**src/design/controlPkg.sv**
```systemverilog
package controlPkg;

    // *********************************************************
    // widths and fixed constants
    localparam int instrWidth    = 16;
    localparam int addrWidth     = 16;
    localparam int regIdxWidth   = 4;
    localparam int aluModeWidth  = 4;
    localparam int irqCount      = 4;
    localparam int irqIdxWidth   = $clog2(irqCount);
    localparam int startDelay    = 40;                      // cycles spent in stepStart
    localparam int delayWidth    = $clog2(startDelay + 1);
    localparam int irqVectorBase = 20;                      // vector of line 0
    localparam int irqVectorStep = 10;

    localparam logic [regIdxWidth-1:0] spLowReg = 4'd14;    // stack pointer low byte
    localparam logic [instrWidth-1:0]  hltWord  = '1;

    // opcode fields
    localparam logic [2:0] fmtReg     = 3'b000;
    localparam logic [2:0] fmtIn      = 3'b010;
    localparam logic [2:0] fmtOut     = 3'b100;
    localparam logic [4:0] fnAluFirst = 5'b00001;
    localparam logic [4:0] fnAluLast  = 5'b01101;
    localparam logic [4:0] fnMov      = 5'b01001;           // no flag update
    localparam logic [4:0] fnStore    = 5'b01110;
    localparam logic [4:0] fnLoad     = 5'b10001;
    localparam logic [4:0] fnJmp      = 5'b10111;
    localparam logic [4:0] fnCall     = 5'b11000;
    localparam logic [4:0] fnRet      = 5'b11001;

    localparam logic [aluModeWidth-1:0] aluPassB = 4'b0000;
    localparam logic [aluModeWidth-1:0] aluPassA = 4'b1110;

    // *********************************************************
    // instruction word, one word read through several views
    typedef struct packed {
        logic [regIdxWidth-1:0] dest;
        logic [7:0]             imm;
        logic [3:0]             opcode;
    } aluImm_t;

    typedef struct packed {
        logic [regIdxWidth-1:0] dest;
        logic [regIdxWidth-1:0] src;            // source register or pair
        logic [4:0]             func;
        logic [2:0]             fmt;
    } regForm_t;

    typedef struct packed {
        logic [2:0]            cond;
        logic [instrWidth-4:0] rest;
    } branchForm_t;

    typedef union packed {
        logic [instrWidth-1:0] word;
        aluImm_t               aluImm;
        regForm_t              regForm;
        branchForm_t           branchForm;
    } instrWord_u;

    // *********************************************************
    // decode and sequencing types
    typedef enum logic [3:0] {
        opAluImm, opIn, opOut, opAluReg, opStore, opLoad,
        opJmp, opCall, opSkipWord, opRet, opHlt, opNop
    } opClass_e;

    typedef struct packed {
        opClass_e                opClass;
        logic [aluModeWidth-1:0] aluMode;
        logic [regIdxWidth-1:0]  dest;
        logic [regIdxWidth-1:0]  src;
        logic                    flagWrite;
    } decoded_t;

    // nine steps, so four bits
    typedef enum logic [3:0] {
        stepStart, stepLaunch, stepPart1, stepPart2, stepPart3,
        stepJmp, stepCall, stepIrqPush, stepIrqVector
    } step_e;

    typedef struct packed {
        logic carry;
        logic zero;
        logic negative;
        logic interruptEnable;
    } flags_t;

    // *********************************************************
    // datapath selects and the control word
    typedef enum logic [1:0] {regSrcAluOut = 2'b00, regSrcIoOut = 2'b10} regSrc_e;
    typedef enum logic [1:0] {aluBRegB = 2'b00, aluBImm8 = 2'b10} aluSrcB_e;
    typedef enum logic [2:0] {
        dataAluOut = 3'b000, dataPcPlusOneHigh = 3'b001, dataPcPlusOneLow = 3'b010,
        dataPcHigh = 3'b011, dataPcLow = 3'b100
    } dMemData_e;
    typedef enum logic [1:0] {addrPair = 2'b00, addrImm8 = 2'b01, addrPairPlusOne = 2'b10} dMemAddr_e;
    typedef enum logic [1:0] {statusAluFlags = 2'b00, statusDisableIrq = 2'b11} statusSrc_e;
    typedef enum logic [2:0] {
        iAddrPc = 3'b000, iAddrPcPlusOne = 3'b001, iAddrIrqVector = 3'b010,
        iAddrInstrWord = 3'b011, iAddrReturnAddr = 3'b101
    } iMemAddr_e;

    typedef struct packed {
        regSrc_e                 regFileSrc;
        logic [regIdxWidth-1:0]  regFileOutBSelect;
        logic                    regFileWriteEnable;
        logic                    regFileIncPair;
        logic                    regFileDecPair;
        aluSrcB_e                aluSrcBSelect;
        logic [aluModeWidth-1:0] aluMode;
        dMemData_e               dMemDataSelect;
        dMemAddr_e               dMemIOAddressSelect;
        logic                    dMemIOWriteEn;
        logic                    dMemIOReadEn;
        statusSrc_e              statusRegSrcSelect;
        logic                    flagEnable;
        iMemAddr_e               iMemAddrSelect;
        logic                    iMemReadEnable;
        logic                    pcWriteEn;
    } ctrlWord_t;

endpackage

```
**src/design/instrDecode.sv**
```systemverilog
`timescale 1ns/1ps

module instrDecode (
    input  controlPkg::instrWord_u instr,
    input  controlPkg::flags_t     flags,
    output controlPkg::decoded_t   decoded
);
    import controlPkg::*;

    logic taken;                                    // branch condition holds

    // *********************************************************
    // condition codes of jmp, call and ret
    always_comb begin
        case (instr.branchForm.cond)
            3'b001:  taken = flags.carry;
            3'b010:  taken = ~flags.carry;
            3'b011:  taken = flags.zero;
            3'b100:  taken = ~flags.zero;
            3'b101:  taken = flags.negative;
            3'b110:  taken = ~flags.negative;
            default: taken = 1'b1;                  // 000 and 111 are unconditional
        endcase
    end

    // *********************************************************
    // instruction class
    always_comb begin
        decoded.opClass   = opNop;
        decoded.aluMode   = aluPassB;
        decoded.dest      = instr.regForm.dest;
        decoded.src       = instr.regForm.src;
        decoded.flagWrite = 1'b0;

        if (instr.word == hltWord) begin
            decoded.opClass = opHlt;
        end else if (instr.aluImm.opcode[0] && instr.aluImm.opcode[3:1] != 3'b111) begin
            decoded.opClass   = opAluImm;
            decoded.aluMode   = {1'b0, instr.aluImm.opcode[3:1]};
            decoded.flagWrite = (instr.aluImm.opcode[3:1] != 3'b000);  // ldi keeps flags
        end else if (instr.regForm.fmt == fmtIn) begin
            decoded.opClass = opIn;
        end else if (instr.regForm.fmt == fmtOut) begin
            decoded.opClass = opOut;
        end else if (instr.regForm.fmt == fmtReg) begin
            case (instr.regForm.func)
                fnStore: decoded.opClass = opStore;
                fnLoad:  decoded.opClass = opLoad;
                fnJmp:   decoded.opClass = taken ? opJmp : opSkipWord;
                fnCall:  decoded.opClass = taken ? opCall : opSkipWord;
                fnRet:   decoded.opClass = taken ? opRet : opNop;
                default: begin
                    if (instr.regForm.func >= fnAluFirst && instr.regForm.func <= fnAluLast) begin
                        decoded.opClass   = opAluReg;
                        decoded.aluMode   = instr.regForm.func[3:0];
                        decoded.flagWrite = (instr.regForm.func != fnMov);
                    end
                end
            endcase
        end
    end

endmodule

```
**src/design/stepSequencer.sv**
```systemverilog
`timescale 1ns/1ps

module stepSequencer (
    input  logic                             clk,
    input  logic                             rstN,
    input  controlPkg::decoded_t             decoded,
    input  controlPkg::flags_t               flags,
    input  logic [controlPkg::irqCount-1:0]  irqReq,
    output controlPkg::step_e                step,
    output logic [controlPkg::addrWidth-1:0] irqVector,
    output logic [controlPkg::irqCount-1:0]  irqClr
);
    import controlPkg::*;

    step_e                  stepQ;
    step_e                  stepNext;
    logic [delayWidth-1:0]  delayQ;                 // start-up wait
    logic [irqIdxWidth-1:0] irqIndex;
    logic                   irqPending;
    logic                   takeIrq;

    // *********************************************************
    // step register and start-up counter
    always_ff @(posedge clk or negedge rstN) begin
        if (!rstN) begin
            stepQ  <= stepStart;
            delayQ <= '0;
        end else begin
            stepQ <= stepNext;
            if (stepQ == stepStart) begin
                delayQ <= delayQ + 1'b1;
            end
        end
    end

    // *********************************************************
    // interrupt priority, line 0 wins
    always_comb begin
        irqIndex = '0;
        for (int i = irqCount - 1; i >= 0; i--) begin
            if (irqReq[i]) begin
                irqIndex = irqIdxWidth'(i);
            end
        end
    end

    assign irqPending = |irqReq;

    always_comb begin
        if (irqPending) begin
            irqVector = addrWidth'(irqVectorBase + irqVectorStep * int'(irqIndex));
        end else begin
            irqVector = '0;
        end
    end

    // entry only at an instruction boundary, never out of halt
    assign takeIrq = (stepQ == stepPart1) && flags.interruptEnable && irqPending &&
                     (decoded.opClass != opHlt);

    assign step = takeIrq ? stepIrqPush : stepQ;

    always_comb begin
        irqClr = '0;
        if (step == stepIrqVector && irqPending) begin
            irqClr = irqCount'(1) << irqIndex;      // one-hot clear
        end
    end

    // *********************************************************
    // next step
    always_comb begin
        stepNext = stepPart1;
        case (step)
            stepStart: begin
                if (delayQ == delayWidth'(startDelay - 1)) begin
                    stepNext = stepLaunch;
                end else begin
                    stepNext = stepStart;
                end
            end
            stepIrqPush: stepNext = stepIrqVector;
            stepPart1: begin
                case (decoded.opClass)
                    opLoad, opIn, opRet: stepNext = stepPart2;
                    opJmp:               stepNext = stepJmp;
                    opCall:              stepNext = stepCall;
                    default:             stepNext = stepPart1;
                endcase
            end
            stepPart2: stepNext = (decoded.opClass == opRet) ? stepPart3 : stepPart1;
            default:   stepNext = stepPart1;    // launch, jmp, call, part3, irq vector
        endcase
    end

endmodule

```
**src/design/controlWordGen.sv**
```systemverilog
`timescale 1ns/1ps

module controlWordGen (
    input  controlPkg::step_e     step,
    input  controlPkg::decoded_t  decoded,
    output controlPkg::ctrlWord_t ctrl
);
    import controlPkg::*;

    always_comb begin
        // quiet word, fetch held
        ctrl.regFileSrc          = regSrcAluOut;
        ctrl.regFileOutBSelect   = decoded.dest;
        ctrl.regFileWriteEnable  = 1'b0;
        ctrl.regFileIncPair      = 1'b0;
        ctrl.regFileDecPair      = 1'b0;
        ctrl.aluSrcBSelect       = aluBRegB;
        ctrl.aluMode             = aluPassB;
        ctrl.dMemDataSelect      = dataAluOut;
        ctrl.dMemIOAddressSelect = addrPair;
        ctrl.dMemIOWriteEn       = 1'b0;
        ctrl.dMemIOReadEn        = 1'b0;
        ctrl.statusRegSrcSelect  = statusAluFlags;
        ctrl.flagEnable          = 1'b0;
        ctrl.iMemAddrSelect      = iAddrPc;
        ctrl.iMemReadEnable      = 1'b0;
        ctrl.pcWriteEn           = 1'b0;

        case (step)
            // *********************************************************
            // start-up, interrupts kept off
            stepStart: begin
                ctrl.statusRegSrcSelect = statusDisableIrq;
                ctrl.flagEnable         = 1'b1;
            end
            stepLaunch: begin
                ctrl.statusRegSrcSelect = statusDisableIrq;
                ctrl.flagEnable         = 1'b1;
                ctrl.iMemReadEnable     = 1'b1;     // first fetch
                ctrl.pcWriteEn          = 1'b1;
            end

            // *********************************************************
            // first step of every instruction
            stepPart1: begin
                ctrl.iMemReadEnable = 1'b1;
                ctrl.pcWriteEn      = 1'b1;
                case (decoded.opClass)
                    opAluImm: begin
                        ctrl.regFileWriteEnable = 1'b1;
                        ctrl.aluSrcBSelect      = aluBImm8;
                        ctrl.aluMode            = decoded.aluMode;
                        ctrl.flagEnable         = decoded.flagWrite;
                    end
                    opAluReg: begin
                        ctrl.regFileOutBSelect  = decoded.src;
                        ctrl.regFileWriteEnable = 1'b1;
                        ctrl.aluMode            = decoded.aluMode;
                        ctrl.flagEnable         = decoded.flagWrite;
                    end
                    opIn: begin
                        ctrl.dMemIOAddressSelect = addrImm8;
                        ctrl.dMemIOReadEn        = 1'b1;
                        ctrl.iMemReadEnable      = 1'b0;
                        ctrl.pcWriteEn           = 1'b0;
                    end
                    opOut: begin
                        ctrl.dMemIOAddressSelect = addrImm8;
                        ctrl.dMemIOWriteEn       = 1'b1;
                    end
                    opStore: begin
                        ctrl.regFileOutBSelect = decoded.src;   // address pair
                        ctrl.aluMode           = aluPassA;
                        ctrl.dMemIOWriteEn     = 1'b1;
                    end
                    opLoad: begin
                        ctrl.regFileOutBSelect = decoded.src;
                        ctrl.dMemIOReadEn      = 1'b1;
                        ctrl.iMemReadEnable    = 1'b0;
                        ctrl.pcWriteEn         = 1'b0;
                    end
                    opCall: begin
                        ctrl.regFileOutBSelect = spLowReg;
                        ctrl.regFileDecPair    = 1'b1;
                        ctrl.dMemDataSelect    = dataPcPlusOneLow;
                        ctrl.dMemIOWriteEn     = 1'b1;
                        ctrl.pcWriteEn         = 1'b0;      // target word still to come
                    end
                    opRet: begin
                        ctrl.regFileOutBSelect   = spLowReg;
                        ctrl.regFileIncPair      = 1'b1;
                        ctrl.dMemIOAddressSelect = addrPairPlusOne;
                        ctrl.dMemIOReadEn        = 1'b1;    // return high byte
                        ctrl.iMemReadEnable      = 1'b0;
                        ctrl.pcWriteEn           = 1'b0;
                    end
                    opSkipWord: ctrl.iMemAddrSelect = iAddrPcPlusOne;
                    opHlt: begin
                        ctrl.iMemReadEnable = 1'b0;
                        ctrl.pcWriteEn      = 1'b0;
                    end
                    default: ;                      // jmp fetches its target word, nop
                endcase
            end

            // *********************************************************
            // later steps
            stepPart2: begin
                ctrl.regFileSrc = regSrcIoOut;
                case (decoded.opClass)
                    opIn: begin
                        ctrl.dMemIOAddressSelect = addrImm8;
                        ctrl.regFileWriteEnable  = 1'b1;
                        ctrl.iMemReadEnable      = 1'b1;
                        ctrl.pcWriteEn           = 1'b1;
                    end
                    opLoad: begin
                        ctrl.regFileOutBSelect  = decoded.src;
                        ctrl.regFileWriteEnable = 1'b1;
                        ctrl.iMemReadEnable     = 1'b1;
                        ctrl.pcWriteEn          = 1'b1;
                    end
                    opRet: begin
                        ctrl.regFileOutBSelect   = spLowReg;
                        ctrl.regFileIncPair      = 1'b1;
                        ctrl.dMemIOAddressSelect = addrPairPlusOne;
                        ctrl.dMemIOReadEn        = 1'b1;    // return low byte
                        ctrl.iMemAddrSelect      = iAddrReturnAddr;
                    end
                    default: ;
                endcase
            end
            stepPart3: begin
                ctrl.regFileOutBSelect = spLowReg;
                ctrl.iMemAddrSelect    = iAddrReturnAddr;
                ctrl.iMemReadEnable    = 1'b1;
                ctrl.pcWriteEn         = 1'b1;
            end
            stepJmp: begin
                ctrl.iMemAddrSelect = iAddrInstrWord;
                ctrl.iMemReadEnable = 1'b1;
                ctrl.pcWriteEn      = 1'b1;
            end
            stepCall: begin
                ctrl.regFileOutBSelect = spLowReg;
                ctrl.regFileDecPair    = 1'b1;
                ctrl.dMemDataSelect    = dataPcPlusOneHigh;
                ctrl.dMemIOWriteEn     = 1'b1;
                ctrl.iMemAddrSelect    = iAddrInstrWord;
                ctrl.iMemReadEnable    = 1'b1;
                ctrl.pcWriteEn         = 1'b1;
            end
            stepIrqPush, stepIrqVector: begin
                ctrl.regFileOutBSelect  = spLowReg;
                ctrl.regFileDecPair     = 1'b1;
                ctrl.dMemIOWriteEn      = 1'b1;
                ctrl.statusRegSrcSelect = statusDisableIrq;
                ctrl.flagEnable         = 1'b1;
                ctrl.dMemDataSelect     = (step == stepIrqPush) ? dataPcLow : dataPcHigh;
                if (step == stepIrqVector) begin
                    ctrl.iMemAddrSelect = iAddrIrqVector;
                    ctrl.iMemReadEnable = 1'b1;
                    ctrl.pcWriteEn      = 1'b1;
                end
            end
            default: ;
        endcase
    end

endmodule

```
**src/design/cpuControl.sv**
```systemverilog
`timescale 1ns/1ps

module cpuControl (
    input  logic                             clk,
    input  logic                             rstN,
    input  controlPkg::instrWord_u           instr,
    input  controlPkg::flags_t               flags,
    input  logic [controlPkg::irqCount-1:0]  irqReq,
    output controlPkg::ctrlWord_t            ctrl,
    output logic [controlPkg::addrWidth-1:0] irqVector,
    output logic [controlPkg::irqCount-1:0]  irqClr
);
    import controlPkg::*;

    decoded_t decoded;                              // class and fields of the word
    step_e    step;                                 // step presented to the generator

    instrDecode u_instrDecode (
        .instr   (instr),
        .flags   (flags),
        .decoded (decoded)
    );

    stepSequencer u_stepSequencer (
        .clk       (clk),
        .rstN      (rstN),
        .decoded   (decoded),
        .flags     (flags),
        .irqReq    (irqReq),
        .step      (step),
        .irqVector (irqVector),
        .irqClr    (irqClr)
    );

    controlWordGen u_controlWordGen (
        .step    (step),
        .decoded (decoded),
        .ctrl    (ctrl)
    );

endmodule

```
**config.mk**
```make
export PLATFORM = sky130hd
export DESIGN_NAME = cpuControl
export DESIGN_NICKNAME = d
export VERILOG_FILES = /design/src/design/controlPkg.sv /design/src/design/instrDecode.sv /design/src/design/stepSequencer.sv /design/src/design/controlWordGen.sv /design/src/design/cpuControl.sv
export SDC_FILE = /design/constraint.sdc
export NUM_CORES = 1
export LEC_CHECK = 0
export BUFFER_PORTS_ARGS = -buffer_cell sky130_fd_sc_hd__buf_2
export CAP_MARGIN = 20
export CORE_ASPECT_RATIO = 1.4
export CORE_MARGIN = 1
export CORE_UTILIZATION = 56
export DETAILED_ROUTE_END_ITERATION = 16
export GPL_TIMING_DRIVEN = 0
export PLACE_DENSITY = 0.9
export SYNTH_ARGS = -nofsm -noshare
export SYNTH_HDL_FRONTEND = slang
export SYNTH_HIERARCHICAL = 1
export SYNTH_SLANG_ARGS = --single-unit
```
**constraint.sdc**
```tcl
create_clock -name clk -period 10.5 [get_ports clk]
set_input_delay 1.05 -clock clk [delete_from_list [all_inputs] [get_ports clk]]
set_output_delay 1.05 -clock clk [all_outputs]
set_load 0.05 [all_outputs]
```
==> run summary <==
Clock skew on the completed layout was measured at 0.001779 ns. For the remaining max-slew budget at the tightest pin, the log shows 45.94%. By area, the combinational part of the netlist is dominated by simple AND/OR/NAND/NOR gates.

The initial core utilization is 59.55%, and the clock network latency to the later pin of the worst-skew pair is 0.23 ns. Wire segments on met3 add up to 277 µm in the final route. The tools report the boundary pin count as 76. The routed design has 5612 µm of wire. Maximum VDD drop: 0.1553 mV. After the last flow step, the layout net total stands at 410. Clock-pin slew was measured on the worst setup and hold paths at 0.05 ns. Summed over all nets, wire length on met2 after detailed routing comes to 2879 µm. The worst register-to-register path ends at u_stepSequencer/delayQ[1]. The total overflow left after global routing is 0. In the final layout, the multi-input gates occupy 1687 µm². The total power divided by cell area works out to 178.1 nW/µm². The floorplan has 26 rows. The worst-margin pin slew is 0.8035 ns. The internal power of the cells totals 199.9 µW. The run gives 8.93 ns as the worst reg-to-reg setup slack. For this run, the number of Yosys warnings is 6.

The cell count of the worst reg-to-reg path was 2. In this run the worst path has a maximum fanout of 10. The startpoint identified for the worst hold timing path is u_stepSequencer/delayQ[0]. No sink is reached through more buffers than the 2 on the longest clock path.

The vertical die dimension works out to 76.30 µm. On the critical path, the stage with the largest delay is an instance of sky130_fd_sc_hd__a222oi_1. The number of enable-type register cells in the synthesized netlist works out to 0. The worst setup path is launched from an input pin. For this design the total switching power over the nets is 272.4 µW. The tools report the relative contribution of the clock network to total power as 9.8%. After layout, the worst path uses 55.53% of the clock period. Across the run, the number of max-cap violations was 0. Type of the worst setup path: in2out. For the number of antenna violations at the first check in global routing, the log shows 0. The mean area per synthesized cell came out at 7.264 µm².

In the final routed layout, each cell accounts on average for 13.36 µm. The mapped netlist covers 2208 µm². The relative area change from synthesis to final layout was 20.11%.

In this run the worst hold path is classified as reg2reg. The post-detailed-route via-to-cell ratio was 5.902. For this design, the sink count on the clock tree is 10. The weighted congestion reported at the end of routability-driven placement is 0.9191.

In this run the static leakage power is 0.001257 µW. The maximum operating frequency was 171.5 MHz. The tools report the core area as 3709 µm². The largest total area in the synthesized netlist belongs to sky130_fd_sc_hd__dfrtp_1.

The worst hold path terminates at u_stepSequencer/delayQ[0]. The share of layout cells above drive strength 1 is 30.42%, and the mux share of post-synthesis cell area is 1.870%. The logs give 335 for the number of fill cells in the layout and 0 for the count of antenna diodes in the layout.

The cell count of the worst hold path works out to 1. For the final-report setup violation count, the log shows 0. Counting I/O delays and the setup requirement, the final critical path takes 5.830 ns. By area the synthesized netlist is led by sky130_fd_sc_hd__dfrtp_1 11%, sky130_fd_sc_hd__buf_4 7.8%, sky130_fd_sc_hd__nor2_1 4.8%.

Wire length of the first global-routing pass: 9211 µm. TritonCTS built the clock tree. Of the post-synthesis cell area, the dominant cell type holds 11.33%.

The tools report the number of DRC markers after the initial detailed-route iteration as 75. The number of setup buffers added after CTS is 0. For the worst setup path, the data arrival time is 4.78 ns. For the max-slew violation count, the log shows 0. After detailed routing, no signal wire sits above met4. Of the total synthesized cell area, the portion taken by full adders, half adders and majority gates is 2.833%. In the post-synthesis netlist, the cell with the most instances is sky130_fd_sc_hd__nor2_1.

Met1 routed wirelength after detailed routing: 2309 µm. On the worst path, the slowest cell contributes a delay of 0.66 ns. After synthesis the netlist holds a flip-flop and latch count of 10. Fraction of power consumed by sequential logic: 14.7%. By instance count, the cell type seen most on the critical path is sky130_fd_sc_hd__buf_2.

The synthesized-area fraction occupied by ao, oa, aoi and oai cells is 26.57%, and the sequential cell area in the final layout is 250.2 µm². The endpoint class of the critical path was an output pin. Setup repair after global routing left no endpoint under its margin. The die covers 4202 µm². The switching share of power works out to 57.68%. In the synthesized netlist the async set-or-reset flop fraction comes to 100.0%. The number of clock buffers added by TritonCTS is 3. For the gate count after technology mapping, the log shows 304. The tools report the total count of hold-check failures in the final report as 0.

Input and output buffers added on the ports amount to 59. The detailed-route DRC error count is 0, and the number of gates given a new drive strength after cts is 0. Summed over all failing endpoints, the final setup total negative slack is 0 ns.

For this design, the CTS-stage hold fixing added 0 buffers. Combinational cells account for 75.5% of the total power. By count the netlist is led by 28 x sky130_fd_sc_hd__nor2_1, 23 x sky130_fd_sc_hd__buf_4, 20 x sky130_fd_sc_hd__nand2_1. Proportion of synthesized chip area in sequential cells: 11.33%.

For the worst setup path, the data required time is 9.45 ns. After Yosys synthesis, and, or, nand and nor cells account for 40.11% of the synthesized area. The dominant synthesized flop cell was sky130_fd_sc_hd__dfrtp_1. The number of search-and-repair iterations in the first detailed-routing pass was 5. The die is 55.08 µm wide. The flow ran to the end, and the final reports show no timing, DRC or antenna violations.

For the post-synthesis cell type count, the log shows 76. The share of the synthesized netlist area taken by xor and xnor gates is 2.776%. The tools report the root cell of the clock tree as sky130_fd_sc_hd__clkbuf_8. The via count of the first global-routing pass is 2,188. The tools report the reg-to-reg startpoint as u_stepSequencer/stepQ[0]. The deepest level of the CTS H-tree is 1. Across all layers, the routed design uses 2,479 vias.

For the HPWL reported at the end of detailed placement, the log shows 4517 µm. The core utilization of the finished layout is 71.53%, and the global-route total usage across every layer is 28.08%. Walking the worst path, the cells encountered are buf_2 -> a22o_1 -> mux2i_1 -> o221ai_1 -> mux2i_1 -> a222oi_1 -> nand4bb_1 -> nand4bb_1 -> nand2b_1 -> buf_2 -> nor4b_2 -> o32a_1 -> o221ai_1 -> buf_2. Entering global routing, the biggest net connects 12 pins. Once detail routing completed, the nets flagged for antenna violations numbered 0.
==> final cells by class <==
cell class              count  share of cell area [%]
multi-input cells         250                   63.59
repair buffers             59                   11.13
plain buffers              42                   9.953
flip-flops and latches     10                   9.434
clock buffers               4                   2.075
well taps                  42                   1.981
inverters                  13                   1.840
==> cell usage in the layout, fill, tap and decap left out, drive strengths merged, types with 3 or more instances in the layout <==
cell / count
nand2b: 8
or2: 4
a211oi: 9
a21o: 6
a31oi: 4
dfrtp: 10
clkbuf: 12
o21a: 4
nor2b: 13
nor4b: 8
and3: 3
o221ai: 3
xnor2: 6
nand4: 4
nor2: 29
and2: 6
a21oi: 12
nor3: 5
o21bai: 4
o21ai: 14
buf: 93
nor3b: 4
o22ai: 3
or3: 4
o211ai: 3
or4: 3
nand3: 3
ha: 5
nand3b: 8
inv: 13
nand4bb: 4
nand2: 20
mux2i: 3
conb: 13
nor4: 6
==> metrics by stage <==
step / power (µW) / instances / worst slack (ns) / hold WS [ns] / area [µm²]
after floorplan: 353.8 / 315 / 4.198 / 0.4459 / 2250
after global placement: 415.2 / 416 / 4.816 / 0.4697 / 2597
after detailed placement: 423.8 / 416 / 4.761 / 0.4876 / 2597
after CTS: 471.9 / 420 / 4.755 / 0.4954 / 2653
after global routing: 505.3 / 420 / 4.264 / 0.5117 / 2653
final: 472.3 / 420 / 4.670 / 0.4946 / 2653
==> state kept, by name (all words and copies together), names as in the netlist <==
signal and count:
u_stepSequencer/delayQ 6, u_stepSequencer/stepQ 4
==> worst max-delay path by stage <==
stage / slack [ns] / cells past startpoint / to / from
2_1_floorplan: 4.20 / 11 / ctrl[8] / instr[4]
3_3_place_gp: 4.82 / 13 / ctrl[9] / instr[4]
3_5_place_dp: 4.76 / 14 / ctrl[24] / instr[15]
4_1_cts: 4.75 / 13 / ctrl[24] / instr[4]
5_1_grt: 4.26 / 14 / ctrl[26] / instr[15]
6_report: 4.67 / 14 / ctrl[24] / instr[15]
==> kinds of logic (layout without fill, tap and decap cells) <==
family | count (synthesis) | after routing
mux | 4 | 4
simple gates | 140 | 140
compound gates | 81 | 81
fa+ha+maj | 5 | 5
buf+inv | 55 | 118
flops | 10 | 10
xor+xnor | 7 | 7
other cells | 2 | 13
==> worst max-delay path: cells and delay by family <==
kind	cells	cell delay, ns
muxes	2	0.35
buffers and inverters	3	0.56
and+or+nand+nor	4	1.33
AOI/OAI and AO/OA	5	1.48
==> power groups by stage <==
stage               combinational, µW  sequential, µW  clock (µW)
finish                            357            69.5        46.3
global route                      384            71.9        49.8
CTS                               355            69.4        47.4
detailed placement                354            70.0           0
global placement                  346            68.8           0
floorplan                         288            66.0           0
==> layer usage <==
metal | up-vias | track usage, %
met2 | 98 | 48.80
met4 | 0 | 10.00
met5 | - | 0
li1 | 1228 | -
met3 | 16 | 2.595
met1 | 1137 | 33.83
Note: power is estimated with default switching activity, not from simulation.
